==> config.mk <==
export PLATFORM = sky130hd
export DESIGN_NAME = msx_config_loader
export DESIGN_NICKNAME = d
export VERILOG_FILES = /design/src/logic/ddr_rd_pkg.sv /design/src/logic/msx_cfg_pkg.sv /design/src/logic/ddr_rd_if.sv /design/src/logic/config_parser.sv /design/src/logic/download_watch.sv /design/src/logic/msx_config_loader.sv
export VERILOG_INCLUDE_DIRS = /design/src /design/src/logic
export SDC_FILE = /design/constraint.sdc
export NUM_CORES = 2
export LEC_CHECK = 0
export BUFFER_PORTS_ARGS = -buffer_cell sky130_fd_sc_hd__buf_2
export CORE_AREA = 10 10 373 375
export CTS_BUF_LIST = sky130_fd_sc_hd__clkbuf_8 sky130_fd_sc_hd__clkbuf_16
export DETAILED_ROUTE_END_ITERATION = 12
export DIE_AREA = 0 0 383 385
export GPL_TIMING_DRIVEN = 0
export SYNTH_ARGS = -nofsm -noshare
export SYNTH_HDL_FRONTEND = slang
export SYNTH_SLANG_ARGS = --single-unit
==> constraint.sdc <==
create_clock -name clk -period 4.27 [get_ports clk]
set_input_delay 0.2135 -clock clk [delete_from_list [all_inputs] [get_ports clk]]
set_output_delay 0.2135 -clock clk [all_outputs]
set_load 0.05 [all_outputs]
==> src/logic/msx_cfg_macros.svh <==
`ifndef MSX_CFG_MACROS_SVH
`define MSX_CFG_MACROS_SVH

// Entries in the machine configuration table
`define MSX_MAX_CONFIG 16

// Every ROM block starts with a header of this many bytes
`define MSX_HEADER_BYTES 16

// ROM blocks are 16 KiB
`define MSX_BLOCK_SHIFT 14

// Download index of a configuration image
`define MSX_CFG_INDEX 1

`endif

==> src/logic/ddr_rd_pkg.sv <==
`default_nettype none

package ddr_rd_pkg;

   typedef logic [27:0] ddr_addr_t;    // DDR3 byte address
   typedef logic  [7:0] ddr_byte_t;

   typedef logic [26:0] dl_addr_t;     // Host download address
   typedef logic [15:0] dl_index_t;

   typedef logic [23:0] img_offset_t;  // Offset of a block inside the image

endpackage

`default_nettype wire

==> src/logic/msx_cfg_pkg.sv <==
`default_nettype none

package msx_cfg_pkg;

   typedef enum logic [7:0] {
      CONFIG_NONE = 8'd0,
      CONFIG_ROM  = 8'd1,
      CONFIG_RAM  = 8'd2
   } config_typ_t;

   typedef logic [1:0] msx_type_t;
   typedef logic [3:0] block_id_t;
   typedef logic [7:0] block_count_t;   // In 16 KiB blocks
   typedef logic [1:0] slot_t;

   // One table entry, taken from bytes 4 to 7 of a block header
   typedef struct packed {
      config_typ_t           typ;
      block_id_t             block_id;
      block_count_t          block_count;
      slot_t                 slot;
      logic                  slot_internal_mapper;
      slot_t                 sub_slot;
      slot_t                 start_block;
      ddr_rd_pkg::ddr_addr_t store_address;   // First data byte after the header
   } msx_config_t;

endpackage

`default_nettype wire

==> src/logic/ddr_rd_if.sv <==
`timescale 1ns/1ns
`default_nettype none

interface ddr_rd_if;

   logic                  ready;
   logic                  rd;
   ddr_rd_pkg::ddr_byte_t dout;
   ddr_rd_pkg::ddr_addr_t addr;
   logic                  request;   // Parser owns the port

   modport reader (
      input  ready,
      input  dout,
      output rd,
      output addr,
      output request
   );

   modport port (
      output ready,
      output dout,
      input  rd,
      input  addr,
      input  request
   );

endinterface

`default_nettype wire

==> src/logic/config_parser.sv <==
`timescale 1ns/1ns
`default_nettype none

`include "msx_cfg_macros.svh"

module config_parser (
   input  wire logic                 clk,
   input  wire logic                 arst_n,
   input  wire logic                 start,
   input  wire ddr_rd_pkg::dl_addr_t length,
   ddr_rd_if.reader                  mem,
   input  wire logic                 update_ack,
   output logic                      update_request,
   output msx_cfg_pkg::msx_type_t    msx_type,
   output msx_cfg_pkg::msx_config_t  msx_config [`MSX_MAX_CONFIG]
);

   typedef enum logic [2:0] {
      ST_SLEEP,
      ST_PARSE,
      ST_PARSE_BLOCK,
      ST_BLOCK_NONE,
      ST_PARSE_NEXT
   } state_t;

   localparam int CNT_W = $clog2(`MSX_MAX_CONFIG);
   localparam logic [CNT_W-1:0] LAST_ENTRY = CNT_W'(`MSX_MAX_CONFIG - 1);
   localparam logic [3:0] LAST_BYTE = 4'd7;   // Header bytes past 7 are not used

   state_t                   state;
   logic [CNT_W-1:0]         cfg_idx;
   logic [3:0]               head_idx;
   logic [3:0]               next_idx;
   ddr_rd_pkg::img_offset_t  offset;
   ddr_rd_pkg::img_offset_t  blk_span;
   ddr_rd_pkg::dl_addr_t     img_len;
   logic                     rd;
   logic                     byte_valid;
   logic                     past_end;
   logic                     magic_bad;
   msx_cfg_pkg::msx_config_t cur;

   // Image starts at DDR3 address 0
   assign mem.rd      = rd;
   assign mem.request = state != ST_SLEEP;
   assign mem.addr    = ddr_rd_pkg::ddr_addr_t'(offset) + ddr_rd_pkg::ddr_addr_t'(head_idx);

   // Byte is back and the port is free for the next read
   assign byte_valid = mem.ready & ~rd;

   // Index of the next header byte to fetch
   assign next_idx = (state == ST_PARSE) ? 4'd0 : head_idx + 4'd1;
   assign past_end = (ddr_rd_pkg::dl_addr_t'(offset) + ddr_rd_pkg::dl_addr_t'(next_idx))
                     > img_len;

   assign cur      = msx_config[cfg_idx];
   assign blk_span = (cur.typ == msx_cfg_pkg::CONFIG_RAM) ? '0 :
                     ddr_rd_pkg::img_offset_t'(cur.block_count) << `MSX_BLOCK_SHIFT;

   always_comb begin
      case (head_idx)
         4'd0:    magic_bad = mem.dout != "M";
         4'd1:    magic_bad = mem.dout != "S";
         4'd2:    magic_bad = mem.dout != "X";
         default: magic_bad = 1'b0;
      endcase
   end

   always_ff @(posedge clk) begin
      if (state == ST_SLEEP && start) begin
         img_len <= length;
      end
   end

   always_ff @(posedge clk or negedge arst_n) begin
      if (!arst_n) begin
         state          <= ST_SLEEP;
         rd             <= 1'b0;
         update_request <= 1'b0;
         msx_type       <= '0;
         cfg_idx        <= '0;
         head_idx       <= '0;
         offset         <= '0;
         for (int i = 0; i < `MSX_MAX_CONFIG; i++) begin
            msx_config[i] <= '0;   // Typ is CONFIG_NONE
         end
      end else begin
         if (mem.ready) rd <= 1'b0;   // Read accepted
         if (update_ack) update_request <= 1'b0;
         case (state)
            ST_SLEEP: begin
               if (start) begin
                  cfg_idx <= '0;
                  offset  <= '0;
                  state   <= ST_PARSE;
               end
            end
            ST_PARSE: begin
               if (byte_valid) begin
                  head_idx <= '0;
                  if (past_end) begin
                     state <= ST_BLOCK_NONE;
                  end else begin
                     rd    <= 1'b1;
                     state <= ST_PARSE_BLOCK;
                  end
               end
            end
            ST_PARSE_BLOCK: begin
               if (byte_valid) begin
                  case (head_idx)
                     4'd3: if (cfg_idx == '0) msx_type <= mem.dout[1:0];
                     4'd4: msx_config[cfg_idx].typ <= msx_cfg_pkg::config_typ_t'(mem.dout);
                     4'd5: msx_config[cfg_idx].block_id <= mem.dout[3:0];
                     4'd6: msx_config[cfg_idx].block_count <= mem.dout;
                     4'd7: begin
                        msx_config[cfg_idx].slot                 <= mem.dout[6:5];
                        msx_config[cfg_idx].slot_internal_mapper <= mem.dout[4];
                        msx_config[cfg_idx].sub_slot             <= mem.dout[3:2];
                        msx_config[cfg_idx].start_block          <= mem.dout[1:0];
                        msx_config[cfg_idx].store_address        <=
                           ddr_rd_pkg::ddr_addr_t'(offset) + `MSX_HEADER_BYTES;
                     end
                     default: ;
                  endcase
                  if (magic_bad) begin
                     state <= ST_BLOCK_NONE;
                  end else if (head_idx == LAST_BYTE) begin
                     offset <= offset + `MSX_HEADER_BYTES + blk_span;   // Next header
                     state  <= ST_PARSE_NEXT;
                  end else if (past_end) begin
                     state <= ST_BLOCK_NONE;   // Image ends inside the header
                  end else begin
                     head_idx <= next_idx;
                     rd       <= 1'b1;
                  end
               end
            end
            ST_BLOCK_NONE: begin
               msx_config[cfg_idx].typ <= msx_cfg_pkg::CONFIG_NONE;
               state                   <= ST_PARSE_NEXT;
            end
            ST_PARSE_NEXT: begin
               if (cfg_idx == LAST_ENTRY) begin
                  update_request <= 1'b1;
                  state          <= ST_SLEEP;
               end else begin
                  cfg_idx <= cfg_idx + 1'b1;
                  state   <= ST_PARSE;
               end
            end
            default: state <= ST_SLEEP;
         endcase
      end
   end

endmodule

`default_nettype wire

==> src/logic/download_watch.sv <==
`timescale 1ns/1ns
`default_nettype none

`include "msx_cfg_macros.svh"

module download_watch (
   input  wire logic                  clk,
   input  wire logic                  arst_n,
   input  wire logic                  download,
   input  wire ddr_rd_pkg::dl_index_t index,
   input  wire ddr_rd_pkg::dl_addr_t  ioctl_addr,
   output logic                       start,
   output ddr_rd_pkg::dl_addr_t       length
);

   logic download_q;
   logic cfg_end;

   // Falling edge of download with a configuration index
   assign cfg_end = download_q & ~download & (index[5:0] == 6'(`MSX_CFG_INDEX));

   always_ff @(posedge clk or negedge arst_n) begin
      if (!arst_n) begin
         download_q <= 1'b0;
         start      <= 1'b0;
      end else begin
         download_q <= download;
         start      <= cfg_end;   // Single cycle pulse
      end
   end

   // Last address of the image, held until the next configuration download ends
   always_ff @(posedge clk) begin
      if (cfg_end) begin
         length <= ioctl_addr;
      end
   end

endmodule

`default_nettype wire

==> src/logic/msx_config_loader.sv <==
`timescale 1ns/1ns
`default_nettype none

`include "msx_cfg_macros.svh"

module msx_config_loader (
   input  wire logic                   clk,
   input  wire logic                   arst_n,
   input  wire logic                   ioctl_download,
   input  wire ddr_rd_pkg::dl_index_t  ioctl_index,
   input  wire ddr_rd_pkg::dl_addr_t   ioctl_addr,
   input  wire logic                   ddr3_ready,
   input  wire ddr_rd_pkg::ddr_byte_t  ddr3_dout,
   output ddr_rd_pkg::ddr_addr_t       ddr3_addr,
   output logic                        ddr3_rd,
   output logic                        ddr3_request,
   input  wire logic                   update_ack,
   output logic                        update_request,
   output msx_cfg_pkg::msx_type_t      msx_type,
   output msx_cfg_pkg::msx_config_t    msx_config [`MSX_MAX_CONFIG]
);

   logic                 cfg_start;
   ddr_rd_pkg::dl_addr_t cfg_length;

   ddr_rd_if ddr_rd ();

   assign ddr_rd.ready = ddr3_ready;
   assign ddr_rd.dout  = ddr3_dout;
   assign ddr3_addr    = ddr_rd.addr;
   assign ddr3_rd      = ddr_rd.rd;
   assign ddr3_request = ddr_rd.request;

   download_watch watch0 (
      .clk        (clk),
      .arst_n     (arst_n),
      .download   (ioctl_download),
      .index      (ioctl_index),
      .ioctl_addr (ioctl_addr),
      .start      (cfg_start),
      .length     (cfg_length)
   );

   config_parser parser0 (
      .clk            (clk),
      .arst_n         (arst_n),
      .start          (cfg_start),
      .length         (cfg_length),
      .mem            (ddr_rd.reader),
      .update_ack     (update_ack),
      .update_request (update_request),
      .msx_type       (msx_type),
      .msx_config     (msx_config)
   );

endmodule

`default_nettype wire

=== Word-level counts from Yosys, hierarchy flattened ===
Cells that the tools add are included.

* Bits in registers: 975
* Latch bits: 0
* Memory bits (writable): 0
* Bits in read-only memories: 0
* Input port bits: 56
* Output and inout port bits: 913
* Word-level logic and storage cells: 264
* Memories kept: 0

* $add $sub $neg: 6
* $mul: 0
* Divide/modulo/power cells: 0
* Magnitude comparators: 3
* Equality and inequality tests: 27
* Shift operators: 0
* Multiplexer cells: 67
* Bitwise gates (word level): 6
* Reductions and logical operators: 16

{| class="wikitable"
|+ Operators by type and width
! operator !! number
|-
| 880-bit bitwise mux || 9
|-
| 880-bit one-hot mux with 4 select lines || 1
|-
| 55-bit demux with 4-bit select || 8
|-
| 880-bit one-hot mux with 2 select lines || 1
|-
| 880-bit 2-to-1 mux || 1
|-
| 55-bit binary-select mux with 4-bit select || 1
|-
| 55-bit 2-to-1 mux || 3
|-
| 24-bit 2-to-1 mux || 4
|-
| 24-bit by 4-bit adder with 25-bit output || 2
|-
| 24-bit one-hot mux with 2 select lines || 1
|-
| 47-bit 2-to-1 mux || 1
|-
| 43-bit 2-to-1 mux || 1
|-
| 35-bit 2-to-1 mux || 1
|-
| 33-bit 2-to-1 mux || 1
|-
| 32-bit 2-to-1 mux || 1
|-
| 4-bit 2-to-1 mux || 8
|-
| 30-bit 2-to-1 mux || 1
|-
| 28-bit 2-to-1 mux || 1
|-
| 27-bit greater-than comparator || 1
|-
| 24-bit by 5-bit adder with 25-bit output (second input constant) || 1
|-
| 24-bit adder || 1
|-
| 8-bit by 7-bit != test with 1-bit output (second input constant) || 3
|-
| 22-bit 2-to-1 mux || 1
|-
| 3-bit 2-to-1 mux || 6
|-
| other kinds (33) || 66
|}

=== Logic depth before layout (Yosys ltp) ===
* Word-level depth: 13
* Mapped depth: 19
* Depth with buffers taken out: 17

=== By module ===
A second synthesis with hierarchy kept.

* Cell total of the unflattened synthesis: 3344
* Area total of the unflattened synthesis: 37878.8 um^2

{| class="wikitable"
|+ By module, submodules not included
! module !! times used !! cells an instance !! area an instance (um^2) !! sequential area each (um^2)
|-
| config_parser || 1 || 3312 || 36995.5 || 23707.7
|-
| download_watch || 1 || 32 || 883.3 || 860.8
|}

=== Worst setup path after synthesis ===
Ideal clock, no wire load.

* Kind: register -> register
* Start: reg parser0.cfg_idx[0]
* End: reg parser0.offset[22]
* Setup time: 120 ps
* Data arrival time: 3688 ps
* Required time: 4150 ps
* Setup slack: 462 ps
* Cell stages (with the launch flop): 16
* Buffers on the path: 2
* Period minus slack after synthesis: 3808 ps
* Cells stage by stage: dfrtp_1 clkbuf_1 buf_1 mux4_2 mux4_2 nor2b_1 ha_1 inv_1 fa_1 nor2b_1 o21ai_0 a21oi_1 o21ai_0 xor2_1 o21ai_0 nor2b_1

* Longest elaborated chain between the ends: 11

{| class="wikitable"
|+ Ends and longest elaborated chain
! item !! line !! source
|-
| from (decl) || config_parser.sv:31 || <nowiki>logic [CNT_W-1:0] cfg_idx;</nowiki>
|-
| from (signal assigned) || config_parser.sv:148 || <nowiki>cfg_idx <= cfg_idx + 1'b1;</nowiki>
|-
| 4-bit NOT with 5-bit output (implied by the code) (*) || config_parser.sv:56 || <nowiki>assign cur = msx_config[cfg_idx];</nowiki>
|-
| 55-bit binary-select mux with 4-bit select (*) || config_parser.sv:56 ||
|-
| 55-bit 2-to-1 mux (implied by the code) (*) (2 in a row) || config_parser.sv:56 ||
|-
| 8-bit by 2-bit equality test with 1-bit output || config_parser.sv:57 || <nowiki>assign blk_span = (cur.typ == msx_cfg_pkg::CONFIG_RAM) ? '0 :</nowiki>
|-
| 22-bit 2-to-1 mux (no line) (*) || -- ||
|-
| 24-bit adder (*) || config_parser.sv:129 || <nowiki>offset <= offset + `MSX_HEADER_BYTES + blk_span;</nowiki>
|-
| 24-bit 2-to-1 mux (*) || config_parser.sv:128 || <nowiki>end else if (head_idx == LAST_BYTE) begin</nowiki>
|-
| 24-bit 2-to-1 mux (*) || config_parser.sv:126 || <nowiki>if (magic_bad) begin</nowiki>
|-
| 24-bit 2-to-1 mux (*) || config_parser.sv:110 || <nowiki>if (byte_valid) begin</nowiki>
|-
| 24-bit one-hot mux with 2 select lines (*) || config_parser.sv:90 || <nowiki>case (state)</nowiki>
|-
| to (signal assigned) || config_parser.sv:129 ||
|-
| to (decl) || config_parser.sv:34 || <nowiki>ddr_rd_pkg::img_offset_t offset;</nowiki>
|}

Mark *: on every way between the ends. The rest lies on a longest branch, timed or not. The select of a mux whose other input is x is not followed.
A chain may end at the register's enable or synchronous reset.

=== Final worst setup path ===
* Start: reg parser0.cfg_idx[1]
* End: reg parser0.offset[22]

Same word-level chain as after synthesis.

==> impl_metrics.tcl <==
set metrics [dict create \
    clock_skew_ns 0.0466 \
    grt_start_max_net_pins 117 \
    dp_cells 5988 \
    die_h_um 385 \
    tightestPinTransition_ns 1.58 \
    vias 32700 \
    setup_viol 0 \
    drv_slew 11 \
    status "finished with violations" \
    clockRootBuffer "clkbuf_16" \
    utilization_pct 38.0 \
    combPwrFrac_pct 13.2 \
    synth_ff_type "dfrtp_1" \
    rows 133 \
    route.detailed.drc 0 \
    wire_per_inst_um 31.6 \
    die_w_um 383 \
    ys_seq_area_share_pct 64.1 \
    place_hpwl_mm 154 \
    finalPower_w 0.0218 \
    design.core.area_um2 131000 \
    fin_cells 6239 \
    critPathCaptureType "flip-flop" \
    hold_path_end "parser0.msx_config[372]$_DFFE_PN0P_" \
    drtIter0Drc 3532 \
    async_flop_share_pct 94.4 \
    area_delta_synth_final_pct 30.0 \
    rr_startpoint "parser0.cfg_idx[1]$_DFFE_PN0P_" \
    max_cap_viol_count 1 \
    nets 4477 \
    drt_first_pass_iters 5 \
    place.gp.congestion 0.935 \
    ir_drop_uv 642 \
    hold_ws_ns 0.104 \
    vias_per_cell 5.25 \
    switchingPower_w 0.00642 \
    layout_commonest_cell "buf_2" \
    grt_pass1_vias 32800 \
    initial_core_util_pct 29.2 \
    grt_pass1_wl_mm 268 \
    grt-ovfl-total 0 \
    required_ns 4.85 \
    ios 969 \
    reg2regPathDepth 16 \
    violations "capacitance limit, slew limit" \
    clk_path_buf_depth 3 \
    min-delay-start "ddr3_dout[7]" \
    clkTransAtPathRegs_ns 0.06 \
    hold_path_depth 2 \
    finalCritPeriodShare_pct 97.0 \
    numCtsBuffers 106 \
    clkSinkCount 971 \
    syn-cell-area_um2 38300 \
    syn_area_per_cell_um2 11.7 \
    rsz0062_at_grt "yes" \
    hold_path_class "input pin to flip-flop" \
    antenna_found_initial 16 \
    critPathMaxFanout 10 \
    p_int_w 0.0154 \
    cts_tree "done" \
    ant_nets 0 \
    p_sw_share_pct 29.4 \
    r2r-end "parser0.offset[22]$_DFFE_PN0P_" \
    clock.fmax_mhz 241 \
    p_leak_nw 25.5 \
    io_buffers 946 \
    syn_inst 3267 \
    clk_latency_ns 0.73 \
    final_cell_mix "buf_2 (980), dfrtp_1 (916), nand2_1 (530)" \
    hold_viol 0 \
    layout_min_cycle_time_ns 4.14 \
    critPathLaunchType "flip-flop" \
    arrival_ns 4.73 \
    relSlewSlack_pct -5.71 \
    grt_usage_pct 25.7 \
    rrSetupSlack_ns 0.13 \
    final_layout_size_suffix_gt1_share_pct 29.9 \
    htree_levels 3 \
    ys_ff_latch 971 \
    critical_path_class "flip-flop to flip-flop" \
    die-area_um2 147000 \
    drt-total-wl_mm 197 \
    yosysUniqueCellTypes 72 \
    power_frac_seq_pct 43.9 \
    pwr-share-clk_pct 42.9 \
    cellPowerDensity_nw_per_um2 438 \
    synth_edf_count 54 \
    synth_warnings 0 \
]
## Yosys cell counts (all sizes together) (8+ instances only)
master  number  share of area [%]
dfrtp      917                 60
nand2      531                5.2
o21ai      519                7.2
a22o       341                7.8
clkbuf     167                1.6
and2       127                2.1
nor2       100                1.0
buf         81                1.4
inv         55               0.54
edfxtp      54                4.2
ha          43                1.4
nand3       40               0.54
mux4        39                2.3
a21oi       36               0.47
nor2b       22               0.36
xor2        21               0.48
nor4        17               0.28
xnor2       17               0.44
nor3        16               0.22
and3        15               0.24
nand4       13               0.21
nor4b       10               0.24
mux2i        8               0.21
## per-stage QoR
step | cell area (um^2) | setup TNS (ns) | setup slack (ns)
detailed placement | 45600 | -21.38 | -1.58
floorplan | 38300 | 0 | 0.462
global placement | 45300 | - | -17.42
finish | 49800 | 0 | 0.127
global route | 49800 | -0.0992 | -0.0992
CTS | 49700 | -0.0262 | -0.0262
## critical path, stage by stage, from the launching register on
cell and delay [ns]:
dfrtp_1 0.37, clkbuf_4 0.28, buf_4 0.28, clkbuf_4 0.32, mux4_2 0.37, mux4_2 0.59, nor2b_1 0.19, ha_1 0.21
inv_1 0.08, fa_1 0.21, nor2b_1 0.06, o21ai_1 0.20, a21oi_2 0.11, o21ai_0 0.27, xor2_1 0.20, o21ai_0 0.09
nor2b_1 0.16
## worst max-delay path by stage
stage | slack (ns) | to | from
2_1_floorplan | 0.46 | parser0.offset[22]$_DFFE_PN0P_ | parser0.cfg_idx[0]$_DFFE_PN0P_
3_3_place_gp | -17.42 | parser0.msx_config[359]$_DFFE_PN0P_ | arst_n
3_5_place_dp | -1.58 | parser0.offset[22]$_DFFE_PN0P_ | parser0.cfg_idx[0]$_DFFE_PN0P_
4_1_cts | -0.03 | parser0.offset[22]$_DFFE_PN0P_ | parser0.cfg_idx[0]$_DFFE_PN0P_
5_1_grt | -0.1 | parser0.offset[22]$_DFFE_PN0P_ | parser0.offset[5]$_DFFE_PN0P_
6_report | 0.13 | parser0.offset[22]$_DFFE_PN0P_ | parser0.cfg_idx[1]$_DFFE_PN0P_
## state kept, by name (all words and copies together), names as in the netlist
signal and flops:
watch0.download_q 1, parser0.msx_type 2, parser0.cfg_idx 4, parser0.head_idx 4, parser0.img_len 27, parser0.mem.rd 1
parser0.offset 20, parser0.update_request 1, watch0.start 1, watch0.length 27, parser0.state 3, parser0.msx_config 880
## power by group through the flow
stage	Combinational, W	Clock [W]	Sequential (W)
after floorplan	0.00104	0	0.0101
after CTS	0.00289	0.00947	0.00956
after global routing	0.00305	0.00982	0.00959
final	0.00289	0.00936	0.00958
after global placement	0.00272	0	0.00973
after detailed placement	0.00277	0	0.00973
## final cells by class
cell class | instances | area, um^2
diodes | 17 | 42.5
clock buffers | 133 | 3040
clock inverters | 65 | 517
well taps | 1755 | 2200
flip-flops and latches | 971 | 24600
repair buffers | 1000 | 5480
inverters | 56 | 216
multi-input cells | 1996 | 12500
fillers | 13100 | 81300
plain buffers | 246 | 1220
## cell families (layout without fill, tap and decap cells)
| logic type | Yosys count | count (layout) | share of synthesized area, % |
|---|---|---|---|
| AOI/OAI and AO/OA | 937 | 937 | 16.4 |
| xor gates and xnor gates | 38 | 38 | 0.917 |
| adders and majority gates | 44 | 44 | 1.46 |
| buffers and inverters | 304 | 1500 | 3.56 |
| DFF | 971 | 971 | 64.1 |
| muxes | 52 | 52 | 2.65 |
| other | 1 | 22 | 0.00978 |
| and+or+nand+nor | 920 | 920 | 10.9 |
## per-layer routing
| metal | vias to the layer above | share of wire (%) | track usage (%) |
|---|---|---|---|
| met2 | 1771 | 46 | 41.4 |
| li1 | 13700 | - | - |
| met3 | 341 | 11 | 8.98 |
| met5 | - | 0.020 | 0 |
| met1 | 16900 | 39 | 31.4 |
| met4 | 6 | 4.4 | 10.4 |
## repair_timing
item | in CTS | in global routing
endpoints found under the hold margin | 134 | 0
buffers inserted | 2 | 1
pin swaps | 1 | 0
setup endpoints to repair | 67 | 16
gates resized for setup | 43 | 20
hold buffers | 34 | 0
(Power assumes the default switching activity.)
